--- src/hdl/cms_params.svh ---
// ######################################
// widths, depths and thresholds of the trace monitor
// include wherever a width or threshold is needed
// ######################################
`ifndef CMS_PARAMS_SVH
`define CMS_PARAMS_SVH

// pc and instruction widths of the monitored core
`define CMS_XLEN 32
`define CMS_INSTR_W 32

// performance events, one saturating counter each
`define CMS_N_EVENTS 4
`define CMS_EVT_CNT_W 8

// free running cycle counter, also the width of the delta field
`define CMS_CYCLE_W 32

// packet queue in front of the stream master
`define CMS_FIFO_DEPTH 8

// wfi handling
`define CMS_WFI_STOP_THRESHOLD 15
`define CMS_WFI_INSTR 32'h10500073

// control write data
`define CMS_CTRL_DATA_W 32

`endif

--- src/hdl/cms_pkg.sv ---
// ######################################
// types shared by the trace monitor blocks
// compile before any module that imports it
// ######################################
`include "cms_params.svh"

package cms_pkg;

    // control register addresses, unlisted codes are ignored
    typedef enum logic [3:0] {
        TRIG_START_EN   = 4'd0,
        TRIG_END_EN     = 4'd1,
        TRIG_START_ADDR = 4'd2,
        TRIG_END_ADDR   = 4'd3,
        RANGE_LO_EN     = 4'd4,
        RANGE_HI_EN     = 4'd5,
        RANGE_LO        = 4'd6,
        RANGE_HI        = 4'd7
    } ctrl_addr_e;

    // trigger and range configuration, 132 bits
    typedef struct packed {
        logic                  trig_start_en;
        logic                  trig_end_en;
        logic [`CMS_XLEN-1:0]  trig_start_addr;
        logic [`CMS_XLEN-1:0]  trig_end_addr;
        logic                  range_lo_en;
        logic                  range_hi_en;
        logic [`CMS_XLEN-1:0]  range_lo;
        logic [`CMS_XLEN-1:0]  range_hi;
    } trace_cfg_t;

    // the instruction that retires in the current cycle
    typedef struct packed {
        logic [`CMS_XLEN-1:0]    pc;
        logic [`CMS_INSTR_W-1:0] instr;
    } retire_t;

    // event 0 sits in the most significant slot
    typedef logic [0:`CMS_N_EVENTS-1][`CMS_EVT_CNT_W-1:0] evt_counts_t;

    // one trace packet, 128 bits, instr at the top
    typedef struct packed {
        logic [`CMS_INSTR_W-1:0] instr;
        logic [`CMS_CYCLE_W-1:0] cycle_delta;
        logic [`CMS_XLEN-1:0]    pc;
        evt_counts_t             evt_counts;
    } trace_pkt_t;

endpackage

--- src/hdl/ctrl_regs.sv ---
// ######################################
// control register block of the trace monitor
// writes are taken on the rising edge of ctrl_we
// ######################################
`timescale 1ns/100ps
`include "cms_params.svh"

module ctrl_regs
    import cms_pkg::*;
(
    input  logic                        clk,
    input  logic                        rst_n,
    input  ctrl_addr_e                  ctrl_addr,
    input  logic [`CMS_CTRL_DATA_W-1:0] ctrl_wdata,
    input  logic                        ctrl_we,
    output trace_cfg_t                  cfg
);

    // previous sample of the write strobe
    logic we_q;
    logic we_rise;

    always_ff @(posedge clk or negedge rst_n) begin
        if (!rst_n) begin
            we_q <= 1'b0;
        end else begin
            we_q <= ctrl_we;
        end
    end

    // high only in the first cycle the strobe is seen high
    assign we_rise = ctrl_we & ~we_q;

    always_ff @(posedge clk or negedge rst_n) begin
        if (!rst_n) begin
            // all filters off, range open on both sides
            cfg.trig_start_en   <= 1'b0;
            cfg.trig_end_en     <= 1'b0;
            cfg.trig_start_addr <= '0;
            cfg.trig_end_addr   <= '0;
            cfg.range_lo_en     <= 1'b0;
            cfg.range_hi_en     <= 1'b0;
            cfg.range_lo        <= '0;
            cfg.range_hi        <= '1;
        end else if (we_rise) begin
            case (ctrl_addr)
                // enables take bit 0 only
                TRIG_START_EN: begin
                    cfg.trig_start_en <= ctrl_wdata[0];
                end
                TRIG_END_EN: begin
                    cfg.trig_end_en <= ctrl_wdata[0];
                end
                // trigger addresses must match the pc exactly
                TRIG_START_ADDR: begin
                    cfg.trig_start_addr <= ctrl_wdata[`CMS_XLEN-1:0];
                end
                TRIG_END_ADDR: begin
                    cfg.trig_end_addr <= ctrl_wdata[`CMS_XLEN-1:0];
                end
                RANGE_LO_EN: begin
                    cfg.range_lo_en <= ctrl_wdata[0];
                end
                RANGE_HI_EN: begin
                    cfg.range_hi_en <= ctrl_wdata[0];
                end
                // inclusive bounds of the monitored range
                RANGE_LO: begin
                    cfg.range_lo <= ctrl_wdata[`CMS_XLEN-1:0];
                end
                RANGE_HI: begin
                    cfg.range_hi <= ctrl_wdata[`CMS_XLEN-1:0];
                end
                default: begin
                    // unknown address, write dropped
                end
            endcase
        end
    end

endmodule

--- src/hdl/retire_tracker.sv ---
// ######################################
// pc/instr sampling and retirement detection
// also stops tracing after a long run of wfi
// ######################################
`timescale 1ns/100ps
`include "cms_params.svh"

module retire_tracker
    import cms_pkg::*;
(
    input  logic                    clk,
    input  logic                    rst_n,
    input  logic [`CMS_XLEN-1:0]    pc,
    input  logic [`CMS_INSTR_W-1:0] instr,
    input  logic                    en,
    output retire_t                 retired,
    output logic                    retire,
    output logic                    wfi_stopped
);

    localparam int WFI_CNT_W = $clog2(`CMS_WFI_STOP_THRESHOLD + 1);
    localparam logic [WFI_CNT_W-1:0] WFI_MAX = WFI_CNT_W'(`CMS_WFI_STOP_THRESHOLD);

    // stage 0 is the raw sample, stage 1 the instruction being retired
    logic [`CMS_XLEN-1:0]    s0_pc;
    logic [`CMS_INSTR_W-1:0] s0_instr;
    logic [`CMS_XLEN-1:0]    s1_pc;
    logic [`CMS_INSTR_W-1:0] s1_instr;
    logic [WFI_CNT_W-1:0]    wfi_cnt;
    logic                    s1_is_wfi;

    always_ff @(posedge clk or negedge rst_n) begin
        if (!rst_n) begin
            s0_pc    <= '0;
            s0_instr <= '0;
            s1_pc    <= '0;
            s1_instr <= '0;
        end else begin
            s0_pc    <= pc;
            s0_instr <= instr;
            s1_pc    <= s0_pc;
            s1_instr <= s0_instr;
        end
    end

    assign s1_is_wfi = (s1_instr == `CMS_WFI_INSTR);

    // counts cycles spent on wfi, saturates at the threshold
    always_ff @(posedge clk or negedge rst_n) begin
        if (!rst_n) begin
            wfi_cnt <= '0;
        end else if (!s1_is_wfi) begin
            wfi_cnt <= '0;
        end else if (en && wfi_cnt < WFI_MAX) begin
            wfi_cnt <= wfi_cnt + 1'b1;
        end
    end

    assign wfi_stopped = (wfi_cnt == WFI_MAX);

    // stage 1 retires when a new pc shows up behind it
    // a held wfi also retires once, just before tracing stops
    always_comb begin
        retire = ((s0_pc != s1_pc) || (wfi_cnt == WFI_MAX - 1'b1))
                 && (s1_pc != '0);
    end

    assign retired.pc    = s1_pc;
    assign retired.instr = s1_instr;

endmodule

--- src/hdl/trace_gate.sv ---
// ######################################
// decides which retired instructions are traced
// from start/end triggers and the monitored range
// ######################################
`timescale 1ns/100ps
`include "cms_params.svh"

module trace_gate
    import cms_pkg::*;
(
    input  logic                 clk,
    input  logic                 rst_n,
    input  trace_cfg_t           cfg,
    input  logic [`CMS_XLEN-1:0] pc,
    input  retire_t              retired,
    input  logic                 retire,
    input  logic                 wfi_stopped,
    input  logic                 en,
    output logic                 trace_push
);

    logic [`CMS_XLEN-1:0] pc_q;
    logic                 start_reached;
    logic                 end_reached;
    logic                 start_ok;
    logic                 end_ok;
    logic                 lo_ok;
    logic                 hi_ok;

    // incoming pc delayed one cycle, so a trigger lands between the
    // retirement of the instruction before it and its own retirement
    always_ff @(posedge clk or negedge rst_n) begin
        if (!rst_n) begin
            pc_q <= '0;
        end else begin
            pc_q <= pc;
        end
    end

    // start and end flags exclude each other, end wins a double hit
    always_ff @(posedge clk or negedge rst_n) begin
        if (!rst_n) begin
            start_reached <= 1'b0;
            end_reached   <= 1'b0;
        end else begin
            if (cfg.trig_start_en && pc_q == cfg.trig_start_addr) begin
                start_reached <= 1'b1;
                end_reached   <= 1'b0;
            end
            if (cfg.trig_end_en && pc_q == cfg.trig_end_addr) begin
                end_reached   <= 1'b1;
                start_reached <= 1'b0;
            end
        end
    end

    // a disabled filter always passes
    assign start_ok = start_reached | ~cfg.trig_start_en;
    assign end_ok   = ~end_reached | ~cfg.trig_end_en;
    assign lo_ok    = (retired.pc >= cfg.range_lo) | ~cfg.range_lo_en;
    assign hi_ok    = (retired.pc <= cfg.range_hi) | ~cfg.range_hi_en;

    assign trace_push = en & retire & ~wfi_stopped & start_ok & end_ok & lo_ok & hi_ok;

endmodule

--- src/hdl/event_counters.sv ---
// ######################################
// saturating performance event counters
// restart on every traced packet
// ######################################
`timescale 1ns/100ps
`include "cms_params.svh"

module event_counters
    import cms_pkg::*;
(
    input  logic                     clk,
    input  logic                     rst_n,
    input  logic [`CMS_N_EVENTS-1:0] perf_events,
    input  logic                     trace_push,
    output evt_counts_t              evt_counts
);

    always_ff @(posedge clk or negedge rst_n) begin
        if (!rst_n) begin
            evt_counts <= '0;
        end else begin
            for (int i = 0; i < `CMS_N_EVENTS; i++) begin
                if (trace_push) begin
                    // packet takes the old count, this cycle's event starts the next one
                    evt_counts[i] <= `CMS_EVT_CNT_W'(perf_events[i]);
                end else if (perf_events[i] && evt_counts[i] != '1) begin
                    evt_counts[i] <= evt_counts[i] + 1'b1;
                end
            end
        end
    end

endmodule

--- src/hdl/trace_stream.sv ---
// ######################################
// packet assembly, packet FIFO and stream master
// drops packets on a full FIFO and flags overflow
// ######################################
`timescale 1ns/100ps
`include "cms_params.svh"

module trace_stream
    import cms_pkg::*;
(
    input  logic        clk,
    input  logic        rst_n,
    input  retire_t     retired,
    input  logic        trace_push,
    input  evt_counts_t evt_counts,
    input  logic [31:0] tlast_interval,
    input  logic        m_axis_tready,
    output logic        m_axis_tvalid,
    output trace_pkt_t  m_axis_tdata,
    output logic        m_axis_tlast,
    output logic        overflow
);

    localparam int PTR_W = $clog2(`CMS_FIFO_DEPTH);

    // packet storage, tlast kept beside each entry
    trace_pkt_t pkt_mem [`CMS_FIFO_DEPTH];
    logic       tlast_mem [`CMS_FIFO_DEPTH];

    // extra msb tells full from empty
    logic [PTR_W:0]          wr_ptr;
    logic [PTR_W:0]          rd_ptr;
    logic [`CMS_CYCLE_W-1:0] cyc_cnt;
    logic [`CMS_CYCLE_W-1:0] last_ts;
    logic [31:0]             pkt_cnt;
    logic [31:0]             pkt_cnt_nxt;
    trace_pkt_t              pkt;
    logic                    pkt_last;
    logic                    fifo_empty;
    logic                    fifo_full;
    logic                    do_wr;
    logic                    do_rd;

    assign fifo_empty = (wr_ptr == rd_ptr);
    assign fifo_full  = (wr_ptr[PTR_W] != rd_ptr[PTR_W])
                        && (wr_ptr[PTR_W-1:0] == rd_ptr[PTR_W-1:0]);
    assign do_wr      = trace_push & ~fifo_full;
    assign do_rd      = m_axis_tvalid & m_axis_tready;

    // packet of the instruction retiring now
    always_comb begin
        pkt.instr       = retired.instr;
        pkt.cycle_delta = cyc_cnt - last_ts;
        pkt.pc          = retired.pc;
        pkt.evt_counts  = evt_counts;
    end

    // tlast on every nth stored packet, interval 0 turns that off
    assign pkt_cnt_nxt = pkt_cnt + 32'd1;
    assign pkt_last    = ((tlast_interval != '0) && (pkt_cnt_nxt == tlast_interval))
                         || (retired.instr == `CMS_WFI_INSTR);

    // cycle counter and time of the last push, dropped pushes included
    always_ff @(posedge clk or negedge rst_n) begin
        if (!rst_n) begin
            cyc_cnt <= '0;
            last_ts <= '0;
        end else begin
            cyc_cnt <= cyc_cnt + 1'b1;
            if (trace_push) begin
                last_ts <= cyc_cnt;
            end
        end
    end

    always_ff @(posedge clk) begin
        if (do_wr) begin
            pkt_mem[wr_ptr[PTR_W-1:0]]   <= pkt;
            tlast_mem[wr_ptr[PTR_W-1:0]] <= pkt_last;
        end
    end

    always_ff @(posedge clk or negedge rst_n) begin
        if (!rst_n) begin
            wr_ptr   <= '0;
            rd_ptr   <= '0;
            pkt_cnt  <= '0;
            overflow <= 1'b0;
        end else begin
            if (do_wr) begin
                wr_ptr  <= wr_ptr + 1'b1;
                pkt_cnt <= pkt_last ? 32'd0 : pkt_cnt_nxt;
            end
            if (do_rd) begin
                rd_ptr <= rd_ptr + 1'b1;
            end
            // sticky until reset
            if (trace_push && fifo_full) begin
                overflow <= 1'b1;
            end
        end
    end

    // head of the FIFO drives the stream, held until accepted
    assign m_axis_tvalid = ~fifo_empty;
    assign m_axis_tdata  = pkt_mem[rd_ptr[PTR_W-1:0]];
    assign m_axis_tlast  = ~fifo_empty & tlast_mem[rd_ptr[PTR_W-1:0]];

endmodule

--- src/hdl/cms_top.sv ---
// ######################################
// top level of the continuous trace monitor
// connects sampling, gating, counters and stream
// ######################################
`timescale 1ns/100ps
`include "cms_params.svh"

module cms_top
    import cms_pkg::*;
(
    input  logic                        clk,
    input  logic                        rst_n,
    input  logic [`CMS_XLEN-1:0]        pc,
    input  logic [`CMS_INSTR_W-1:0]     instr,
    input  ctrl_addr_e                  ctrl_addr,
    input  logic [`CMS_CTRL_DATA_W-1:0] ctrl_wdata,
    input  logic                        ctrl_we,
    input  logic                        en,
    input  logic [`CMS_N_EVENTS-1:0]    perf_events,
    input  logic [31:0]                 tlast_interval,
    output logic                        m_axis_tvalid,
    input  logic                        m_axis_tready,
    output trace_pkt_t                  m_axis_tdata,
    output logic                        m_axis_tlast,
    output logic                        overflow
);

    trace_cfg_t  cfg;
    retire_t     retired;
    logic        retire;
    logic        wfi_stopped;
    logic        trace_push;
    evt_counts_t evt_counts;

    ctrl_regs u_ctrl_regs (
        .clk        (clk),
        .rst_n      (rst_n),
        .ctrl_addr  (ctrl_addr),
        .ctrl_wdata (ctrl_wdata),
        .ctrl_we    (ctrl_we),
        .cfg        (cfg)
    );

    retire_tracker u_retire_tracker (
        .clk         (clk),
        .rst_n       (rst_n),
        .pc          (pc),
        .instr       (instr),
        .en          (en),
        .retired     (retired),
        .retire      (retire),
        .wfi_stopped (wfi_stopped)
    );

    // raw pc feeds the trigger match
    trace_gate u_trace_gate (
        .clk         (clk),
        .rst_n       (rst_n),
        .cfg         (cfg),
        .pc          (pc),
        .retired     (retired),
        .retire      (retire),
        .wfi_stopped (wfi_stopped),
        .en          (en),
        .trace_push  (trace_push)
    );

    event_counters u_event_counters (
        .clk         (clk),
        .rst_n       (rst_n),
        .perf_events (perf_events),
        .trace_push  (trace_push),
        .evt_counts  (evt_counts)
    );

    trace_stream u_trace_stream (
        .clk            (clk),
        .rst_n          (rst_n),
        .retired        (retired),
        .trace_push     (trace_push),
        .evt_counts     (evt_counts),
        .tlast_interval (tlast_interval),
        .m_axis_tready  (m_axis_tready),
        .m_axis_tvalid  (m_axis_tvalid),
        .m_axis_tdata   (m_axis_tdata),
        .m_axis_tlast   (m_axis_tlast),
        .overflow       (overflow)
    );

endmodule

--- config.mk ---
export PLATFORM = sky130hd
export DESIGN_NAME = cms_top
export DESIGN_NICKNAME = d
export VERILOG_FILES = /design/src/hdl/cms_pkg.sv /design/src/hdl/ctrl_regs.sv /design/src/hdl/retire_tracker.sv /design/src/hdl/trace_gate.sv /design/src/hdl/event_counters.sv /design/src/hdl/trace_stream.sv /design/src/hdl/cms_top.sv
export VERILOG_INCLUDE_DIRS = /design/src /design/src/hdl
export SDC_FILE = /design/constraint.sdc
export NUM_CORES = 2
export LEC_CHECK = 0
export ABC_CLOCK_PERIOD_IN_PS = 46600
export BUFFER_PORTS_ARGS = -buffer_cell sky130_fd_sc_hd__buf_4
export CORE_MARGIN = 2
export CORE_UTILIZATION = 43
export DETAILED_ROUTE_END_ITERATION = 8
export GPL_TIMING_DRIVEN = 0
export MAX_ROUTING_LAYER = met4
export PLACE_DENSITY = 0.65
export SETUP_SLACK_MARGIN = 0.4
export SYNTH_ARGS = -nofsm -noshare
export SYNTH_HDL_FRONTEND = slang
export SYNTH_SLANG_ARGS = --single-unit
--- constraint.sdc ---
create_clock -name clk -period 46.6 [get_ports clk]
set_clock_uncertainty 0.05 [all_clocks]
set_input_delay 6.99 -clock clk [delete_from_list [all_inputs] [get_ports clk]]
set_output_delay 6.99 -clock clk [all_outputs]
set_load 0.1 [all_outputs]
Word level (Yosys, flattened, before mapping)
Memory sizes are Yosys's and may differ from the RTL's.
Index checks and enable logic that the tools add are counted.
{ "word_totals": {"mem_count": 2, "ramBits": 1032, "input_bits": 141, "output_inout_bits": 131, "word_cells": 132, "ff_bits": 404} }
{ "memory_table": {"columns": ["memory", "words", "width", "read_ports", "rd_clocked_by_memory_dff", "wr", "line_no", "text"], "rows": [
  ["u_trace_stream.pkt_mem", 8, 128, 1, 0, 1, "trace_stream.sv:27", "trace_pkt_t pkt_mem [`CMS_FIFO_DEPTH];"],
  ["u_trace_stream.tlast_mem", 8, 1, 1, 0, 1, "trace_stream.sv:28", "logic tlast_mem [`CMS_FIFO_DEPTH];"]
]} }
{ "classes": {"eq_ne": 22, "magnitude_cmp": 3, "addsub": 10, "muxes": 17, "bitwise_logic": 23, "n_reduce_logical": 29} }
{ "ops": {"columns": ["op", "n"], "rows": [
  ["32-bit == test", 3],
  ["32-bit by 1-bit adder with 32-bit output (second input constant)", 2],
  ["8-bit two-way mux", 8],
  ["32-bit nonzero test", 2],
  ["8-bit by 1-bit adder with 8-bit output (second input constant)", 4],
  ["32-bit by 29-bit == test with 1-bit output (second input constant)", 1],
  ["32-bit greater-or-equal comparator", 1],
  ["32-bit less-or-equal comparator", 1],
  ["32-bit two-way mux", 1],
  ["32-bit inequality test", 1],
  ["8-bit inequality test (second input constant)", 4],
  ["32-bit subtractor", 1],
  ["4-bit by 3-bit == test with 1-bit output (second input constant)", 4],
  ["2-bit AND reduction", 8],
  ["4-bit by 1-bit adder with 4-bit output (second input constant)", 3],
  ["1-bit logical AND", 11],
  ["1-bit bitwise AND", 10],
  ["2-bit nonzero test", 5],
  ["1-bit inverter", 9],
  ["4-bit by 2-bit == test with 1-bit output (second input constant)", 2],
  ["4-bit == test (second input constant)", 2],
  ["4-bit two-way mux", 2],
  ["1-bit two-way mux", 6],
  ["4-bit by 1-bit == test with 1-bit output (second input constant)", 1],
  ["8 further kinds", 12]
]} }

Logic depth before layout (Yosys ltp)
{ "logic_depth": {"word_depth": 12, "depth_mapped": 13, "depth_no_buf": 12} }

Hierarchy
From an unflattened synthesis, not the netlist that was laid out.
{ "unflattened": {"cells_unflattened": 3412, "area_unflattened_um2": 60211.5} }
{ "modules_own_cells": {"columns": ["mod", "area_each_um2", "cells_each", "instances", "seq_area_each_um2"], "rows": [
  ["trace_stream", 46037.9, 2364, 1, 33617.2],
  ["ctrl_regs", 5138.7, 291, 1, 3368.2],
  ["retire_tracker", 3947.5, 217, 1, 3303.2],
  ["trace_gate", 3228.1, 354, 1, 850.8],
  ["event_counters", 1859.3, 186, 1, 800.8]
]} }

Worst setup path after synthesis
Ideal clock, no wire load.
{ "synth_path": {"path_kind": "input port to flip-flop", "startpoint": "input en", "endpoint": "memory u_trace_stream.pkt_mem[4][0] (netlist name) (enable)", "path_slack_ps": 24266, "t_arrival_ps": 21304, "setup_time_ps": 980, "n_path_buf": 2, "cell_stages": 8, "cell_sequence": "and2_1 > o211ai_1 > a21oi_1 > o2111ai_1 > a21o_1 > clkbuf_1 > buf_1 > nor4b_1"} }
{ "synth_between": {"elab_chain_cells": 9} }
{ "synth_rtl": {"columns": ["item", "line_no", "text"], "rows": [
  ["from (decl)", "cms_top.sv:18", "input logic en,"],
  ["1-bit bitwise AND (6 in a row)", "trace_gate.sv:63", "assign trace_push = en & retire & ~wfi_stopped & start_ok & end_ok & lo_ok & hi_ok;"],
  ["1-bit bitwise AND", "trace_stream.sv:47", "assign do_wr = trace_push & ~fifo_full;"],
  ["1-bit two-way mux", "trace_stream.sv:77", "if (do_wr) begin"],
  ["1-bit two-way mux (implied by the code)", "trace_stream.sv:78", "pkt_mem[wr_ptr[PTR_W-1:0]] <= pkt;"],
  ["to (decl)", "trace_stream.sv:27", null]
]} }
Every way passes these cells.

Final worst setup path
{ "layout_path": {"startpoint": "register u_trace_stream.rd_ptr[0]", "endpoint": "output m_axis_tlast"} }
{ "layout_between": {"elab_chain_cells": 3} }
{ "layout_rtl": {"columns": ["item", "line_no", "text"], "rows": [
  ["from (decl)", "trace_stream.sv:32", "logic [PTR_W:0] rd_ptr;"],
  ["from (signal assigned)", "trace_stream.sv:95", "rd_ptr <= rd_ptr + 1'b1;"],
  ["parallel branches: the longest is 2 deep, another holds memory 8 x 1 bit", null, null],
  ["1-bit bitwise AND (*)", "trace_stream.sv:107", "assign m_axis_tlast = ~fifo_empty & tlast_mem[rd_ptr[PTR_W-1:0]];"],
  ["to (decl)", "cms_top.sv:24", "output logic m_axis_tlast,"]
]} }
Every way passes the cells marked *.

==> metrics.yaml <==
gp_congestion: 0.856
layout-drive-gt1-share_pct: 30.4
worstSetupStartpointType: "register"
htree_levels: 4
numClockSinks: 1436
cts_tree: "built"
routedWlPerCell_um: 23.3
die_area_sq_um: 139000
dr.pass1.iters: 5
numCtsBuffers: 152
yosysMostFrequentCell: "edfxtp_1"
fin_util_pct: 51.5
synth_adder_area_share_pct: 2.28
rsz0062_at_grt: "false"
hpwl_um: 95100
worstMarginPinSlew_ns: 1.33
grt_max_degree: 101
synthCells: 3342
hold_path.class: "register to register"
min_from: "u_retire_tracker.s0_instr[22]"
synth-simple-area-share_pct: 4.79
overflow: 0
async_reset_ff_share_pct: 28.1
yosys_warnings: 0
ys_ff_latch: 1436
hold_viol: 0
max-clock-path-buffers: 3
vdd_drop_max_v: 0.0000690
synthTopCellsByArea: "edfxtp_1 53%, dfrtp_1 16%, mux4_2 9.9%"
initial_utilization_pct: 43.3
yosys-top-cells-count: "1032 x edfxtp_1, 372 x dfrtp_1, 258 x mux4_2, 232 x mux2_2, 159 x nand2_1"
drt_iter0_markers: 2599
rrSetupSlack_ns: 40.36
synth_cell_types: 69
critical_path_required_ns: 39.56
grt_pass1_wl_um: 206000
core.rowCount: 135
maxCapViolations: 0
clk_latency_ns: 0.79
worstPathArrival_ns: 5.04
n_fill_cell: 11000
final_cell_count_no_fill: 5842
endpoint_kind: "output pin"
powerDensity_nw_per_um2: 69.1
synth-compound-area-share_pct: 2.67
finalSetupViolCount: 0
p_leak_nw: 25.5
antenna_found_initial: 5
cts-resized-gates: 0
max_freq_mhz: 82.8
period_needed_ns: 12.08
status: "complete, no violations"
maxSlewViolCount: 0
netlist_area_sq_um: 58500
synth-xor-area-share_pct: 3.77
synth_nets: 3589
placeableCoreArea_sq_um: 135000
ctsHoldBuffers: 0
fin_tns_setup_ns: 0
dp_cells: 5555
worstHoldPathCells: 0
area_growth_syn_to_layout_pct: 19.0
postSynthAreaPerCell_sq_um: 17.5
synth.area.mux_share_pct: 14.5
regToRegEndpoint: "u_trace_stream.pkt_mem[1][112]"
synth_edf_count: 1032
via_count: 31400
fin_nets: 4175
power.total_mw: 4.81
io_pins: 272
ant_nets: 0
drc_errors: 0
synth_seq_area_share_pct: 70.4
synth_top_area_share_pct: 53.0
grt_pass1_vias: 32500
grt_usage_pct: 20.4
io_buffer_count: 271
timing.rr.start: "u_retire_tracker.s1_pc[7]"
vias_per_cell: 5.38
critPathKind: "register to output pin"
routed_wl_um: 136000
synth-main-ff-cell: "edfxtp_1"
die_w_um: 373
cp_max_fo: 10
cts_root_buf: "clkbuf_16"
period_share_pct: 25.9
die_h_um: 373
synth_top_family_by_area: "multiplexers"
synth_area_leader_cell: "edfxtp_1"
clk_pin_slew_ns: 0.06
reg2reg_depth: 19
post_cts_buffers: 0
hold_path_end: "u_retire_tracker.s1_instr[22]"
slew_headroom_pct: 11.1
## through the flow
stage	area [sq um]	hold WS, ns	setup slack, ns
finish	69600	0.280	34.52
global route	69600	0.294	34.19
CTS	69500	0.280	34.27
detailed placement	64300	0.285	34.71
global placement	62700	0.283	8.59
floorplan	58500	0.281	24.27
## worst max-delay path, stage by stage, from the launching register on
cell and delay, ns:
dfrtp_1 0.34, clkbuf_1 0.68, clkbuf_1 0.90, buf_1 0.90
mux4_2 0.60, mux2i_1 0.38, a21oi_1 0.15, buf_4 0.28
## routing by layer
layer	vias up	GRT usage [%]	wire, um
li1	14100	-	-
met1	16200	27.0	59100
met2	835	31.9	65700
met3	215	3.84	7490
met4	0	6.76	3960
met5	-	-	0
## layout make-up
cell class                 count  area, sq um  share of cell area, %
antenna                        4         10.0                 0.0144
tap                         1781         2230                   3.20
clock buffer                 194         4130                   5.94
sequential                  1436        41100                   59.1
clock inverter                89         1110                   1.59
buffer                       124          489                  0.703
multi-input combinational   1666        16400                   23.6
inverter                     116          435                  0.626
timing repair buffer         432         3560                   5.12
## cell families (layout without fill, tap and decap cells)
family,after synthesis,after routing
DFF,1436,1436
buffers and inverters,240,955
muxes,498,498
and+or+nand+nor,552,552
adders and majority gates,106,106
AOI/OAI and AO/OA,258,258
xor gates and xnor gates,252,252
other,0,4
## state kept, by name, indices dropped and copies added (netlist names)
register / count
u_retire_tracker.s0_instr: 32
u_trace_gate.pc_q: 32
u_event_counters.evt_counts: 32
u_retire_tracker.wfi_cnt: 4
u_trace_stream.overflow: 1
u_ctrl_regs.cfg: 132
u_ctrl_regs.we_q: 1
u_trace_stream.pkt_mem: 1024
u_trace_stream.wr_ptr: 4
u_trace_stream.last_ts: 32
u_retire_tracker.s1_instr: 32
u_trace_gate.start_reached: 1
u_trace_stream.pkt_cnt: 32
u_trace_stream.cyc_cnt: 32
u_trace_stream.tlast_mem: 8
u_trace_stream.rd_ptr: 4
u_retire_tracker.s1_pc: 32
u_trace_gate.end_reached: 1
## worst max-delay path by stage
stage	from	endpoint	cells after the start
detailed placement	en	u_trace_stream.pkt_mem[1][112]	18
CTS	u_trace_stream.rd_ptr[0]	m_axis_tdata[124]	6
finish	u_trace_stream.rd_ptr[0]	m_axis_tlast	7
floorplan	en	u_trace_stream.pkt_mem[4][0]	8
global placement	en	u_trace_stream.pkt_mem[4][112]	9
global route	u_trace_stream.rd_ptr[0]	m_axis_tlast	7
## cell usage in the layout, fill, tap and decap left out, types with 8 or more instances in the layout
| cell type | count |
|---|---|
| a211oi_1 | 8 |
| a21o_1 | 21 |
| a21oi_1 | 63 |
| and3_1 | 17 |
| and4_1 | 8 |
| buf_1 | 45 |
| buf_4 | 379 |
| buf_6 | 43 |
| bufinv_16 | 20 |
| clkbuf_1 | 96 |
| clkbuf_16 | 153 |
| clkbuf_8 | 15 |
| clkinv_1 | 14 |
| clkinv_2 | 34 |
| dfrtp_1 | 372 |
| dfstp_2 | 32 |
| edfxtp_1 | 1032 |
| ha_1 | 105 |
| inv_1 | 116 |
| mux2_2 | 232 |
| mux2i_1 | 8 |
| mux4_2 | 258 |
| nand2_1 | 159 |
| nand2b_1 | 9 |
| nand3_1 | 49 |
| nand4_1 | 61 |
| nor2_1 | 110 |
| nor2b_1 | 15 |
| nor3_1 | 31 |
| nor4_1 | 41 |
| o21ai_0 | 105 |
| or3_1 | 8 |
| xnor2_1 | 158 |
| xor2_1 | 94 |
## power breakdown
group | switching (mW) | internal, mW
clock | 0.507 | 0.744
combinational | 1.33 | 0.567
sequential | 0.0686 | 1.59
total | 1.90 | 2.90
No activity file was read; power rests on OpenSTA's default activity.
